File: config.mk
export PLATFORM = sky130hd
export DESIGN_NAME = vec_dispatcher
export DESIGN_NICKNAME = d
export VERILOG_FILES = /design/src/verilog/vec_pkg.sv /design/src/verilog/vec_dispatcher.sv
export VERILOG_INCLUDE_DIRS = /design/src /design/src/include
export SDC_FILE = /design/constraint.sdc
export NUM_CORES = 1
export LEC_CHECK = 0
export BUFFER_PORTS_ARGS = -buffer_cell sky130_fd_sc_hd__clkbuf_2
export CAP_MARGIN = 10
export CORE_UTILIZATION = 38
export DETAILED_ROUTE_END_ITERATION = 8
export PLACE_DENSITY = 0.79
export SKIP_LAST_GASP = 1
export SYNTH_ARGS = -nofsm -noshare
export SYNTH_HDL_FRONTEND = slang
export SYNTH_SLANG_ARGS = --single-unit
export TNS_END_PERCENT = 5
File: constraint.sdc
create_clock -name clk_i -period 1.7 [get_ports clk_i]
set_input_delay 0.085 -clock clk_i [delete_from_list [all_inputs] [get_ports clk_i]]
set_output_delay 0.085 -clock clk_i [all_outputs]
set_load 0.01 [all_outputs]
File: src/include/vec_settings.svh
// Vector coprocessor settings
`ifndef VEC_SETTINGS_SVH
`define VEC_SETTINGS_SVH

// Lane count, power of two
`define VEC_NR_LANES 4

// Element slots per register in each lane, power of two
`define VEC_ELEMS_PER_LANE 4

`define VEC_ELEM_WIDTH 32

// Register index is 3 bits wide
`define VEC_NR_VREGS 8

// Field positions in the 32-bit instruction word
`define VEC_OP_LSB 0
`define VEC_VD_LSB 8
`define VEC_VS1_LSB 12
`define VEC_VS2_LSB 16

`endif

File: src/verilog/vec_pkg.sv
// Vector coprocessor types
`include "vec_settings.svh"

package vec_pkg;

  typedef logic [`VEC_ELEM_WIDTH-1:0] elem_t;

  typedef logic [$clog2(`VEC_NR_VREGS)-1:0] vreg_idx_t;

  // Opcodes 9 to 15 are illegal
  typedef enum logic [3:0] {
    VEC_VID     = 4'd0,
    VEC_VMV_VX  = 4'd1,
    VEC_VADD_VV = 4'd2,
    VEC_VSUB_VV = 4'd3,
    VEC_VAND_VV = 4'd4,
    VEC_VOR_VV  = 4'd5,
    VEC_VXOR_VV = 4'd6,
    VEC_VADD_VX = 4'd7,
    VEC_VEXT    = 4'd8
  } vec_op_e;

  typedef enum logic [1:0] {
    SEQ_IDLE,
    SEQ_BUSY,
    SEQ_RESP
  } seq_state_e;

  typedef enum logic [1:0] {
    LANE_IDLE,
    LANE_RUN,
    LANE_EXT
  } lane_state_e;

endpackage

File: src/verilog/vec_dispatcher.sv
// Vector instruction dispatcher
`timescale 1ns/1ns
`include "vec_settings.svh"

module vec_dispatcher import vec_pkg::*; (
  input  logic        clk_i,
  input  logic        rst_i,
  // Core request side
  input  logic        req_valid_i,
  input  logic [31:0] req_insn_i,
  input  elem_t       req_scalar_i,
  output logic        req_ready_o,
  // Sequencer side
  output logic        issue_valid_o,
  output vec_op_e     issue_op_o,
  output logic        issue_illegal_o,
  output vreg_idx_t   issue_vd_o,
  output vreg_idx_t   issue_vs1_o,
  output vreg_idx_t   issue_vs2_o,
  output elem_t       issue_scalar_o,
  input  logic        issue_ready_i
);

  ////////////////////////////////////////////////////////////
  // Decode
  ////////////////////////////////////////////////////////////

  logic [$bits(vec_op_e)-1:0] dec_opcode;
  logic                       dec_illegal;
  vreg_idx_t                  dec_vd;
  vreg_idx_t                  dec_vs1;
  vreg_idx_t                  dec_vs2;
  logic                       req_fire;

  always_comb begin
    dec_opcode  = req_insn_i[`VEC_OP_LSB +: $bits(vec_op_e)];
    dec_vd      = req_insn_i[`VEC_VD_LSB +: $bits(vreg_idx_t)];
    dec_vs1     = req_insn_i[`VEC_VS1_LSB +: $bits(vreg_idx_t)];
    dec_vs2     = req_insn_i[`VEC_VS2_LSB +: $bits(vreg_idx_t)];
    // Anything past the scalar read has no meaning
    dec_illegal = (dec_opcode > VEC_VEXT);
  end

  ////////////////////////////////////////////////////////////
  // Holding register
  ////////////////////////////////////////////////////////////

  // Free now, or drained by the sequencer this cycle
  assign req_ready_o = !issue_valid_o || issue_ready_i;
  assign req_fire    = req_valid_i && req_ready_o;

  always_ff @(posedge clk_i) begin
    if (rst_i) begin
      issue_valid_o <= 1'b0;
    end else if (req_fire) begin
      issue_valid_o <= 1'b1;
    end else if (issue_ready_i) begin
      issue_valid_o <= 1'b0;
    end
  end

  // Decoded payload
  always_ff @(posedge clk_i) begin
    if (req_fire) begin
      issue_op_o      <= vec_op_e'(dec_opcode);
      issue_illegal_o <= dec_illegal;
      issue_vd_o      <= dec_vd;
      issue_vs1_o     <= dec_vs1;
      issue_vs2_o     <= dec_vs2;
      issue_scalar_o  <= req_scalar_i;
    end
  end

endmodule

==> flow_metrics.py <==
metrics = {
    "cts": {
        "numCtsBuffers": 5,
        "insertion_delay_ns": 0.29,
        "cts_root_buffer": "clkbuf_8",
        "clk_path_buf_depth": 2,
        "path_clk_slew_ns": 0.09,
        "cts_setup_buffers": 0,
        "htree_levels": 2,
        "cts_tree": "done",
        "cts_num_sinks": 47,
    },
    "floorplanning": {
        "die_w_um": 63.7,
        "initial_utilization_pct": 39.5,
        "die_height_um": 63.7,
        "rows": 22,
        "die_area_um2": 4050,
        "ios": 116,
        "core_um2": 3660,
    },
    "grt": {
        "grt.met3_usage_pct": 8.70,
        "grt_usage_pct": 20.0,
        "use_met2_pct": 37.1,
        "grt_pass1_vias": 1174,
        "gr-total-overflow": 0,
        "grt_max_degree": 30,
        "grtUsageMet1_pct": 19.5,
        "top_usage_layer": "met2",
        "grt_pass1_wl_mm": 5.69,
        "antenna_found_initial": 0,
    },
    "drt": {
        "via_count": 1099,
        "drt_iter0_drc": 31,
        "final_antenna_net_count": 0,
        "routed_wl_mm": 3.86,
        "via_per_inst": 4.38,
        "drcViolationCount": 0,
        "drt_pass1_iterations": 4,
        "wire_per_inst_um": 15.4,
    },
    "placed_design": {
        "place_inst": 197,
        "gp_congestion": 0.770,
        "portBuffers": 96,
    },
    "synth": {
        "ys_types": 7,
        "syn-cell-area_um2": 1450,
        "synthesis.nets": 120,
        "avgSynthCellArea_um2": 27.8,
        "synthCells": 52,
        "yosysWarnings": 0,
        "ys_seq_elements": 47,
        "seq_area_frac_synth_pct": 97.0,
    },
    "power": {
        "clockPowerShare_pct": 32.3,
        "power.share.combinational_pct": 11.7,
        "power.net_switching_mw": 0.501,
        "p_leak_nw": 1.13,
        "power.density_nw_per_um2": 951,
        "ir_drop_uv": 716,
        "swShare_pct": 20.4,
        "p_int_mw": 1.95,
        "p_seq_share_pct": 56.0,
    },
    "min_path": {
        "hold-path-cell-count": 3,
        "hold_class": "in -> reg",
    },
    "timing": {
        "hold_viol_final": 0,
        "finalCriticalPeriod_ns": 1.28,
        "setup_viol": 0,
        "slew_viol_final": 0,
        "maxSlewHeadroom_pct": 82.8,
        "fin_setup_tns_ns": 0,
        "fin_worst_skew_ns": 0.00960,
        "max_freq_ghz": 0.780,
        "rsz0062_at_grt": "false",
        "tightest_slew_ns": 0.258,
        "period_share_pct": 75.4,
    },
    "finish": {
        "drive_gt1_share_pct": 52.7,
        "syn_to_final_growth_pct": 78.3,
        "mostFrequentLayoutCell": "clkbuf_2",
        "antennaDiodeCount": 0,
        "layout.nets": 270,
        "instances_no_fill": 251,
        "final_cell_mix": "clkbuf_2, dlygate4sd3_1, edfxtp_1",
    },
    "run_status": {
        "status": "complete, no violations",
    },
    "critical_path": {
        "critPathArrivalTime_ns": 1.27,
        "path_max_fanout": 29,
        "required_ns": 1.69,
        "reg2regPathDepth": 3,
        "cp-end-kind": "flip-flop",
        "cp-start-kind": "flip-flop",
        "path_class": "reg -> reg",
    },
    "run": {
        "drv_cap": 0,
    },
}
==> metal layers <==
metal / wire length [µm] / vias up
met2: 2060 / 70
met5: 0 / -
li1: - / 504
met4: 53 / 0
met3: 431 / 7
met1: 1310 / 518
==> repair_timing <==
item	in CTS	in global routing
hold buffers	46	0
endpoints found under the hold margin	46	0
setup endpoints to repair	0	0
gates resized for setup	0	0
==> flip-flops by register name, indices dropped and copies added, names as in the netlist <==
name,count
issue_op_o,4
issue_valid_o,1
issue_scalar_o,32
issue_vs1_o,3
issue_illegal_o,1
issue_vd_o,3
issue_vs2_o,3
==> stage by stage <==
step / utilization, % / hold WS (ns) / instance area (µm²) / setup WS [ns] / power (mW)
floorplan: - / 0.147 / 1450 / 0.452 / 1.46
global placement: 54.8 / 0.251 / 2010 / 0.448 / 1.59
detailed placement: 54.8 / 0.254 / 2010 / 0.434 / 1.60
CTS: 70.4 / 0.0176 / 2580 / 0.426 / 2.45
global route: 70.4 / 0.0594 / 2580 / 0.352 / 2.53
finish: 70.4 / 0.0530 / 2580 / 0.418 / 2.45
==> Yosys cell counts <==
cell | n | area [µm²]
a21oi_2 | 1 | 8.76
and2_4 | 1 | 8.76
dfxtp_1 | 1 | 20.0
edfxtp_1 | 46 | 1380
inv_1 | 1 | 3.75
nand2b_4 | 1 | 13.8
o31a_1 | 1 | 8.76
==> power groups by stage <==
| stage | clock network, mW | logic (mW) | registers, mW |
|---|---|---|---|
| 2_1_floorplan | 0 | 0.0280 | 1.43 |
| 3_3_place_gp | 0 | 0.192 | 1.39 |
| 3_5_place_dp | 0 | 0.198 | 1.40 |
| 4_1_cts | 0.800 | 0.280 | 1.37 |
| 6_report | 0.791 | 0.286 | 1.37 |
| 5_1_grt | 0.842 | 0.307 | 1.38 |
==> worst max-delay path: stages (launching register included) <==
cell and delay, ns:
dfxtp_1 0.34, nand2b_4 0.09, and2_4 0.30, buf_12 0.23
==> path summary, 6_finish.rpt <==
check	startpoint	end	slack (ns)
hold reg to reg	issue_valid_o	issue_valid_o	0.52
hold / removal	req_valid_i	issue_valid_o	0.05
setup / recovery	issue_valid_o	issue_vs2_o[2]	0.42
setup reg to reg	issue_valid_o	issue_vs2_o[2]	0.42
==> area by class of cell <==
type                    instances  area (µm²)
repair buffers                143         961
clock buffers                   6        72.6
clock inverters                 2        37.5
well taps                      48        60.1
multi-input cells               4        40.0
inverters                       1        3.75
fillers                       234        1080
flip-flops and latches         47        1400
==> cells by family after synthesis <==
group                  count (synthesis)  synth area share, %
AO/OA/AOI/OAI                          2                 1.21
buffers and inverters                  1                0.259
AND/OR/NAND/NOR                        2                 1.56
flip-flops                            47                 97.0
(Power assumes the default switching activity.)
