--- config.mk ---
export PLATFORM = sky130hd
export DESIGN_NAME = vec_sequencer
export DESIGN_NICKNAME = d
export VERILOG_FILES = /design/src/verilog/vec_pkg.sv /design/src/verilog/vec_sequencer.sv
export VERILOG_INCLUDE_DIRS = /design/src /design/src/include
export SDC_FILE = /design/constraint.sdc
export NUM_CORES = 1
export LEC_CHECK = 0
export BUFFER_PORTS_ARGS = -buffer_cell sky130_fd_sc_hd__buf_2
export CORE_AREA = 3 3 102 104
export CTS_CLUSTER_SIZE = 30
export DETAILED_ROUTE_END_ITERATION = 12
export DIE_AREA = 0 0 105 107
export GPL_TIMING_DRIVEN = 0
export MAX_ROUTING_LAYER = met4
export PLACE_DENSITY = 0.84
export REMOVE_ABC_BUFFERS = 1
export SYNTH_ARGS = -nofsm -noshare
export SYNTH_HDL_FRONTEND = slang
export SYNTH_SLANG_ARGS = --single-unit
--- constraint.sdc ---
create_clock -name clk_i -period 4.4 [get_ports clk_i]
set_input_delay 0.44 -clock clk_i [delete_from_list [all_inputs] [get_ports clk_i]]
set_output_delay 0.44 -clock clk_i [all_outputs]
set_load 0.01 [all_outputs]
--- src/include/vec_settings.svh ---
// Vector coprocessor settings
`ifndef VEC_SETTINGS_SVH
`define VEC_SETTINGS_SVH

// Lane count, power of two
`define VEC_NR_LANES 4

// Element slots per register in each lane, power of two
`define VEC_ELEMS_PER_LANE 4

`define VEC_ELEM_WIDTH 32

// Register index is 3 bits wide
`define VEC_NR_VREGS 8

// Field positions in the 32-bit instruction word
`define VEC_OP_LSB 0
`define VEC_VD_LSB 8
`define VEC_VS1_LSB 12
`define VEC_VS2_LSB 16

`endif

--- src/verilog/vec_pkg.sv ---
// Vector coprocessor types
`include "vec_settings.svh"

package vec_pkg;

  typedef logic [`VEC_ELEM_WIDTH-1:0] elem_t;

  typedef logic [$clog2(`VEC_NR_VREGS)-1:0] vreg_idx_t;

  // Opcodes 9 to 15 are illegal
  typedef enum logic [3:0] {
    VEC_VID     = 4'd0,
    VEC_VMV_VX  = 4'd1,
    VEC_VADD_VV = 4'd2,
    VEC_VSUB_VV = 4'd3,
    VEC_VAND_VV = 4'd4,
    VEC_VOR_VV  = 4'd5,
    VEC_VXOR_VV = 4'd6,
    VEC_VADD_VX = 4'd7,
    VEC_VEXT    = 4'd8
  } vec_op_e;

  typedef enum logic [1:0] {
    SEQ_IDLE,
    SEQ_BUSY,
    SEQ_RESP
  } seq_state_e;

  typedef enum logic [1:0] {
    LANE_IDLE,
    LANE_RUN,
    LANE_EXT
  } lane_state_e;

endpackage

--- src/verilog/vec_sequencer.sv ---
// Vector instruction sequencer
`timescale 1ns/1ns
`include "vec_settings.svh"

module vec_sequencer import vec_pkg::*; (
  input  logic                        clk_i,
  input  logic                        rst_i,
  // Dispatcher side
  input  logic                        issue_valid_i,
  input  vec_op_e                     issue_op_i,
  input  logic                        issue_illegal_i,
  input  vreg_idx_t                   issue_vd_i,
  input  vreg_idx_t                   issue_vs1_i,
  input  vreg_idx_t                   issue_vs2_i,
  input  elem_t                       issue_scalar_i,
  output logic                        issue_ready_o,
  // Lane broadcast
  output logic                        lane_start_o,
  output vec_op_e                     lane_op_o,
  output vreg_idx_t                   lane_vd_o,
  output vreg_idx_t                   lane_vs1_o,
  output vreg_idx_t                   lane_vs2_o,
  output elem_t                       lane_scalar_o,
  input  logic [`VEC_NR_LANES-1:0]    lane_done_i,
  input  elem_t [`VEC_NR_LANES-1:0]   lane_ext_data_i,
  // Core response side
  output logic                        resp_valid_o,
  output elem_t                       resp_result_o,
  output logic                        resp_error_o,
  input  logic                        resp_ready_i
);

  localparam int unsigned LANE_W = $clog2(`VEC_NR_LANES);

  seq_state_e        state_q;
  logic [LANE_W-1:0] lane_sel_q;
  logic              issue_fire;

  // One instruction at a time
  assign issue_ready_o = (state_q == SEQ_IDLE);
  assign issue_fire    = issue_valid_i && issue_ready_o;
  assign resp_valid_o  = (state_q == SEQ_RESP);

  ////////////////////////////////////////////////////////////
  // FSM
  ////////////////////////////////////////////////////////////

  always_ff @(posedge clk_i) begin
    if (rst_i) begin
      state_q      <= SEQ_IDLE;
      lane_start_o <= 1'b0;
    end else begin
      lane_start_o <= 1'b0;
      case (state_q)
        SEQ_IDLE: if (issue_fire) begin
          // Illegal ops never reach the lanes
          state_q      <= issue_illegal_i ? SEQ_RESP : SEQ_BUSY;
          lane_start_o <= !issue_illegal_i;
        end
        // All lanes finish together
        SEQ_BUSY: if (&lane_done_i) state_q <= SEQ_RESP;
        SEQ_RESP: if (resp_ready_i) state_q <= SEQ_IDLE;
        default: state_q <= SEQ_IDLE;
      endcase
    end
  end

  // Broadcast payload and response data
  always_ff @(posedge clk_i) begin
    if (issue_fire) begin
      lane_op_o     <= issue_op_i;
      lane_vd_o     <= issue_vd_i;
      lane_vs1_o    <= issue_vs1_i;
      lane_vs2_o    <= issue_vs2_i;
      lane_scalar_o <= issue_scalar_i;
      // Low index bits pick the lane holding the element
      lane_sel_q    <= issue_scalar_i[LANE_W-1:0];
      resp_error_o  <= issue_illegal_i;
      resp_result_o <= '0;
    end else if (state_q == SEQ_BUSY && (&lane_done_i)) begin
      resp_result_o <= (lane_op_o == VEC_VEXT) ? lane_ext_data_i[lane_sel_q] : '0;
    end
  end

endmodule

==> run metrics, run 1 <==
Hold WS=between 0.2 and 0.3 ns; Power Density=roughly 340 nW/um^2; Final Non-Filler Cells=approximately 580; Die W=105 um; Final HPWL DP=roughly 8.6 mm; first-pass GRT wire length=between 15 and 20 mm; cell-by-cell trace of the critical path=nor2_1 -> nand2_1 -> inv_2; clk buf depth=2; largest family of logic cells by synthesized area=multiplexers; Least-Margin Pin Slew=between 1 and 1.5 ns; slowest stage delay, CP=1.04 ns; detailed router's first-iteration violation count=roughly 160; TritonCTS Buffers=9; Setup Buffers After CTS=0; nets=620; crit start category=flop; post-synthesis mux area share=a little over a fifth; worst hold endpoint=lane_scalar_o[21]; unrepaired setup endpoints after global routing=no; GPL Wtd Cong=approximately 0.8; CTS tree=built; CTS HTree Levels=3; register area share after synthesis=62.4%; worst min path class=input port to flop; Max Cap Viol=0; Tot GR Track Use=19.5%; Routed Antenna Nets=0; fin crit share=between 60% and 70%; simple-gate share of the synthesized area=under 10%; Area Growth Syn to Fin=50.6%; Final WS setup=between 1.5 and 2 ns; Slew headroom=about an eighth; Post-Synth Adder-Cell Area=0%; Worst-Skew Late Latency=0.35 ns; WP data required=4.37 ns; number of synthesized flops with an enable pin=46; CTS root buf=clkbuf_8; critical path's top delay family=buffers and inverters; crit path kind=flop to flop; Residual DRC=0; die extent in y=~110 um; grt total ovfl=0; IO buf count=262; filler instances=approximately 860; syn avg cell area=between 15 and 20 um^2; top post-synthesis cells by area=edfxtp_1, dfxtp_1, mux4_2; library cells used by synthesis=21; FF-to-FF End=lane_vd_o[0]; Worst R2R Path Depth=3; Post-Synth XOR/XNOR Area=0%; fin. max-slew vios=0; worst hold start=issue_scalar_i[21]; crit-path max FO=46; reg2reg start=state_q[0]; Initial Util=34.6%; TritonRoute pass-1 iters=4; cell area after layout=about 5000 um^2; cell with the most instances after synthesis=edfxtp_1; Max Clock Skew=0.00845 ns; minimum clock period=roughly 2.7 ns; Synth top area share=approximately two fifths; Yosys reg bits=81; clock slew at reported path FFs=0.08 ns; largest net degree at the start of global routing=47; Inst Count DP=about 560; Antenna Cells=0; Yosys Warn Count=0; Synth Area in Compound Gates=between 10% and 20%; clock sinks=about 80; Async SR Flop Fraction=0%; total number of vias=approximately 3,000; DP Area=between 4000 and 5000 um^2; DP Worst Slack=between 1.5 and 2 ns; I/O Pins=263; critical path arrival=~2.7 ns; R2R Setup Slk=1.70 ns; row cnt=36; Main synth FF type=edfxtp_1; CP startpoint=state_q[0]; Die ar.=approximately 11,000 um^2; Post-CTS Resized=0; Max Freq=between 300 and 400 MHz; Post-Syn Area=between 3000 and 4000 um^2; post-synthesis cell count=~180; Buf+Inv Stages, Crit Path=1; Final setup viols=0; via/cell ratio=~5.1; Synth area leader=edfxtp_1; # hold bufs at CTS=0; antenna violations before repair=0; Core Region=slightly below 10,000 um^2; Detailed Route WL=around 11 mm; Post-synth top cells=edfxtp_1, dfxtp_1, a32o_1; Fin Setup TNS=0 ns; Leak=~2.3 nW; Worst VDD drop=roughly 0.00014 V; status=complete, no violations; DR WL/cell=about 19 um; vias in the first global route=about 3,100; Crit. End Element=flop; Worst path slowest cell=inv_2; final hold vios=0; Worst Hold Path Cells=1; layout cell share with drive strength beyond 1=a little over two thirds
-- worst register-to-register path: stages, from the launching register on --
cell	delay (ns)
dfxtp_1	0.39
nor2_1	0.15
nand2_1	0.74
inv_2	1.05
-- flip-flops by register name (all words and copies together) (netlist names) --
register       count
lane_scalar_o     32
resp_result_o     32
lane_op_o          4
lane_vd_o          3
lane_vs1_o         3
lane_vs2_o         3
state_q            2
lane_start_o       1
resp_error_o       1
-- power by group --
part	internal (W)	switching (W)	total (W)
registers	0.000841	0.0000179	0.000859
clock network	0.000323	0.000277	0.000600
logic	0.000144	0.000111	0.000255
total	0.00131	0.000407	0.00171
-- routing by layer --
layer  track usage, %  up-vias  routed length [um]  share of wire [%]
li1                 -     1299                   -                  -
met1             19.3     1434                3810                 35
met2             35.9      197                5920                 54
met3             5.96       16                1080                9.7
met4             7.40        0                 218                2.0
met5                -        -                   0                  0
-- area by class of cell --
type                       instances  area, um^2  share of cell area [%]
clock buffer                      10         128                    2.54
timing repair buffer             266        1410                    28.0
clock inverter                     6        90.1                    1.79
inverter                           2        7.51                   0.149
sequential                        81        2080                    41.4
multi-input combinational         78        1140                    22.8
tap                              133         166                    3.31
-- cells in the final DEF, fill, tap and decap left out, types with 3 or more instances in the layout --
master,n
buf_16,3
a32o_1,32
buf_2,262
mux4_2,30
dfxtp_1,35
edfxtp_1,46
clkbuf_8,9
-- cell families (layout without fill, tap and decap cells) --
logic type,count (synthesis),in the layout
mux,32,32
flops,81,81
buf+inv,20,284
simple gates,10,10
compound gates,36,36
-- through the flow --
stage                     total power (W)  utilization, %
after floorplan                  0.000987               -
after global placement            0.00112            48.9
after detailed placement          0.00113            49.4
after CTS                         0.00173            51.7
after global routing              0.00179            52.1
final                             0.00171            52.1
-- how the worst max path moves through the flow --
stage / endpoint / slack [ns] / cells after the start
after floorplan: lane_op_o[0] / 1.84 / 3
after global placement: lane_scalar_o[15] / 1.20 / 3
after detailed placement: lane_vd_o[2] / 1.64 / 3
after CTS: lane_scalar_o[20] / 1.64 / 3
after global routing: lane_scalar_o[24] / 1.37 / 3
final: lane_vd_o[0] / 1.70 / 3
Power figures use the tool's default switching activity.
==> inputs of run 2 (changes only) <==
CORE_AREA = default   (was 3 3 102 104)
CORE_MARGIN = 3   (was default)
CORE_UTILIZATION = 36   (was default)
DIE_AREA = default   (was 0 0 105 107)
PLACE_DENSITY = 0.89   (was 0.84)
clock period = 2.19 ns   (was 4.4 ns; I/O delays follow)
==> run 2 against run 1 <==
  * Final cell count is 4.3% lower
  * Critical path type unchanged
  * Total power rose by 89%
  * Largest cell class unchanged
  * Critical path depth is the same
  * Worst setup slack lost 1.5 ns
  * Fmax up 38%
  * Cell area is 1.4% lower
  * Flip-flop and latch count did not move
  * Clock power increased by 70%
  * Non-clock buffer count shrank 1
  * Highest routed layer unchanged
  * Register-to-register slack worse by 1.5 ns
==> run metrics, run 2 (synthesis gave the netlist of run 1 again) <==
Leak=between 2 and 2.5 nW; first-pass GRT wire length=roughly 15 mm; fin. max-slew vios=0; Antenna Cells=0; Least-Margin Pin Slew=a little over 0.8 ns; crit path kind=flop to flop; cell-by-cell trace of the critical path=nor2_1 -> nand2_2 -> inv_6; Core Region=around 8800 um^2; critical path arrival=slightly below 2 ns; slowest stage delay, CP=a little over 0.5 ns; Crit. End Element=flop; clock slew at reported path FFs=0.09 ns; Initial Util=a little under two fifths; multi-input logic area=between 1000 and 1500 um^2; length of routed met2 wiring=about 5.7 mm; total number of vias=just under 3,000; R2R Setup Slk=0.23 ns; DP Area=roughly 4700 um^2; DP Worst Slack=-0.522 ns; CTS root buf=clkbuf_8; Die W=between 100 and 150 um; layout cell share with drive strength beyond 1=between 70% and 80%; Worst Hold Path Cells=1; Worst VDD drop=around 0.00036 V; DR WL/cell=between 15 and 20 um; FF-to-FF End=lane_scalar_o[11]; antenna violations before repair=0; Final setup viols=0; Routed Antenna Nets=0; Max Clock Skew=approximately 0.007 ns; via/cell ratio=~5.3; Worst R2R Path Depth=3; worst min path class=input port to flop; minimum clock period=about 2.0 ns; critical path's top delay family=simple AND/OR/NAND/NOR gates; leading cell type in the layout, fill and taps excluded=buf_2; most frequent cells in the layout=buf_2, edfxtp_1, dfxtp_1; detailed router's first-iteration violation count=70; row cnt=34; Inst Count DP=~530; CTS HTree Levels=3; clk buf depth=2; largest net degree at the start of global routing=47; Area Growth Syn to Fin=48.4%; final hold vios=0; nets=620; filler instances=770; worst hold start=issue_scalar_i[0]; grt total ovfl=0; M1 WL=~3.8 mm; Fin Setup TNS=0 ns; Final HPWL DP=a little over 8 mm; crit start category=flop; Die ar.=approximately 10,000 um^2; Final WS setup=between 0.2 and 0.25 ns; Tot GR Track Use=20.3%; Final Non-Filler Cells=551; CTS tree=built; Residual DRC=0; Worst-Skew Late Latency=0.34 ns; GPL Wtd Cong=0.765; Storage cell area=between 2000 and 2500 um^2; fin crit share=89.3%; Detailed Route WL=10.7 mm; cell area after layout=4950 um^2; Worst path slowest cell=inv_6; die extent in y=approximately 100 um; worst hold endpoint=lane_scalar_o[0]; DR top layer=met4; IO buf count=between 200 and 300; TritonRoute pass-1 iters=4; Max Freq=511 MHz; crit-path max FO=between 40 and 50; # hold bufs at CTS=0; Buf+Inv Stages, Crit Path=1; WP data required=2.18 ns; biggest regs=lane_scalar_o (32), resp_result_o (32), lane_op_o (4); vias in the first global route=3,072; unrepaired setup endpoints after global routing=no; met3 WL post-DR=around 1.1 mm; Max Cap Viol=0; status=complete, no violations; Slew headroom=between 40% and 50%; Power Density=655 nW/um^2; TritonCTS Buffers=9; total power=0.00325 W; clock sinks=81; I/O Pins=between 200 and 300; reg2reg start=state_q[0]
run 2: how the worst max path moves through the flow:
stage                           from                end  slack, ns  cells after the start
after detailed placement  state_q[0]  lane_scalar_o[18]      -0.52                      3
after CTS                 state_q[0]   lane_scalar_o[6]       0.21                      3
final                     state_q[0]  lane_scalar_o[11]       0.23                      3
after global routing      state_q[0]  lane_scalar_o[29]       0.08                      3
after floorplan           state_q[0]       lane_op_o[0]      -0.37                      3
after global placement    state_q[0]   lane_scalar_o[5]      -0.96                      3
run 2: worst reg2reg max path, delay by kind of cell, from the launching register on:
family / cells / cell delay, ns
and+or+nand+nor: 2 / 0.65
buffers and inverters: 1 / 0.51
DFF: 1 / 0.42
run 2: per-layer routing:
| layer | up-vias | global-route usage (%) |
|---|---|---|
| li1 | 1301 | - |
| met5 | - | - |
| met3 | 14 | 6.48 |
| met4 | 0 | 5.55 |
| met2 | 188 | 36.3 |
| met1 | 1391 | 21.6 |
run 2: where the power goes:
| part | leakage, nW | switching (W) | internal (W) | total [W] |
|---|---|---|---|---|
| Combinational | 1.44 | 0.000220 | 0.000287 | 0.000506 |
| Clock | 0.0895 | 0.000562 | 0.000455 | 0.00102 |
| Sequential | 0.722 | 0.0000350 | 0.00169 | 0.00172 |
run 2: metrics by stage:
step | hold slack [ns] | util [%]
floorplan | 0.296 | -
global placement | 0.396 | 52.9
detailed placement | 0.397 | 53.5
CTS | 0.0242 | 56.0
global route | 0.0142 | 56.0
finish | 0.0491 | 56.0
run 2: final cells by class:
cell class	count	area share [%]
clock buffers	10	2.78
multi-input cells	79	23.3
flip-flops and latches	81	42.0
well taps	108	2.73
repair buffers	265	27.9
inverters	2	0.253
clock inverters	6	1.01
run 2: timing repair:
action,CTS,global route
endpoints found under the setup margin,66,0
resized for setup,4,0
setup buffers,1,0
==> inputs of run 3 (changes only) <==
MAX_ROUTING_LAYER = default   (was met4)
==> run 3 against run 2 <==
  * Wire length about the same
  * First-iteration DRC count increased by 23%
  * Fmax up 0.43%
  * Worst setup slack improved by 0.0083 ns
  * Combinational power about the same
  * Global-route usage down 0.59 points
  * Total power about the same
  * Via count is 0.52% higher
==> run metrics, run 3 (synthesis gave the netlist of run 1 again) <==
Routed Antenna Nets=0; most frequent cells in the layout=buf_2, edfxtp_1, dfxtp_1; worst hold endpoint=lane_scalar_o[0]; filler instances=770; crit path kind=flop to flop; Inst Count DP=about 530; WP data required=2.19 ns; Flop pwr share=53.0%; total power=approximately 0.0032 W; cell-by-cell trace of the critical path=nor2_1 -> nand2_2 -> inv_6; Initial Util=37.7%; GPL Wtd Cong=about 0.76; CTS tree=built; clock sinks=~80; clk buf depth=2; slowest stage delay, CP=approximately 0.50 ns; TritonRoute pass-1 iters=4; reg2reg start=state_q[0]; critical path's top delay family=simple AND/OR/NAND/NOR gates; combinational share of power=between 10% and 20%; Worst-Skew Late Latency=0.34 ns; worst min path class=input port to flop; Max Cap Viol=0; largest net degree at the start of global routing=47; P_sw=0.000820 W; critical path arrival=between 1.5 and 2 ns; Final HPWL DP=roughly 8.2 mm; Worst path slowest cell=inv_6; R2R Setup Slk=approximately 0.24 ns; Area Growth Syn to Fin=48.4%; Crit. End Element=flop; total number of vias=between 2,000 and 3,000; FF-to-FF End=lane_scalar_o[29]; Leak=between 2 and 2.5 nW; Max Clock Skew=0.00876 ns; worst hold start=issue_scalar_i[0]; Die ar.=10,500 um^2; Sw Share=approximately 25%; grt total ovfl=0; Slew headroom=between 40 and 50%; Die W=slightly above 100 um; minimum clock period=approximately 1.9 ns; leading cell type in the layout, fill and taps excluded=buf_2; CTS root buf=clkbuf_8; layout cell share with drive strength beyond 1=70.9%; Detailed Route WL=about 11 mm; detailed router's first-iteration violation count=86; Final Non-Filler Cells=~550; biggest regs=lane_scalar_o (32), resp_result_o (32), lane_op_o (4); fin crit share=roughly nine tenths; first-pass GRT wire length=around 15 mm; Final setup viols=0; Worst VDD drop=around 0.00036 V; I/O Pins=approximately 260; nets=a little over 600; die extent in y=a little over 100 um; DR WL/cell=about 19 um; unrepaired setup endpoints after global routing=no; Least-Margin Pin Slew=roughly 0.83 ns; via/cell ratio=~5.3; status=complete, no violations; crit-path max FO=between 40 and 50; row cnt=34; Worst Hold Path Cells=1; Residual DRC=0; TritonCTS Buffers=9; fin. max-slew vios=0; final hold vios=0; Worst R2R Path Depth=3; CTS HTree Levels=3; crit start category=flop; antenna violations before repair=0; Max Freq=~510 MHz; vias in the first global route=between 3,000 and 4,000; Core Region=~9000 um^2; Tot GR Track Use=between 10% and 20%; IO buf count=~260; clock group share of total power=a little under a third; Buf+Inv Stages, Crit Path=1; Power Density=656 nW/um^2; clock slew at reported path FFs=around 0.090 ns; Antenna Cells=0; Int Power=0.00243 W
[run 3: repair_timing]
action                     CTS  global route
setup endpoints to repair   66             0
hold endpoints to repair     0             0
hold buffers                 0             0
gates resized for setup      4             0
setup buffers                1             0
[run 3: layout make-up]
type / instances / area [um^2] / share of cell area [%]
well taps: 108 / 135 / 2.73
flip-flops and latches: 81 / 2080 / 42.0
multi-input cells: 79 / 1150 / 23.3
inverters: 2 / 12.5 / 0.253
repair buffers: 265 / 1380 / 27.9
clock buffers: 10 / 138 / 2.78
clock inverters: 6 / 50.0 / 1.01
[run 3: routing by layer]
metal	up-vias	GRT usage [%]	share of wire, %
met5	-	0	0
met4	0	6.46	1.6
met3	13	6.96	11
met2	187	36.5	53
met1	1406	20.8	34
li1	1303	-	-
[run 3: stage by stage]
step | setup slack (ns) | hold slack, ns | util (%) | setup TNS (ns) | area [um^2]
floorplan | -0.367 | 0.296 | - | -24.18 | 3230
global placement | -0.959 | 0.396 | 52.9 | -59.25 | 4680
detailed placement | -0.522 | 0.397 | 53.5 | -25.82 | 4730
CTS | 0.215 | 0.0242 | 56.0 | 0 | 4950
global route | 0.0812 | 0.0166 | 56.0 | 0 | 4950
finish | 0.243 | 0.0451 | 56.0 | 0 | 4950
[run 3: power groups by stage]
stage	combinational [W]	clock (W)	sequential [W]
final	0.000506	0.00102	0.00172
after global routing	0.000553	0.00112	0.00173
after CTS	0.000513	0.00106	0.00172
after detailed placement	0.000498	0	0.00177
after global placement	0.000449	0	0.00178
after floorplan	0.000173	0	0.00181
[run 3: worst max path at each step]
stage                     from                end  cells after the start
floorplan           state_q[0]       lane_op_o[0]                      3
global placement    state_q[0]   lane_scalar_o[5]                      3
detailed placement  state_q[0]  lane_scalar_o[18]                      3
CTS                 state_q[0]   lane_scalar_o[6]                      3
global route        state_q[0]  lane_scalar_o[29]                      3
finish              state_q[0]  lane_scalar_o[29]                      3
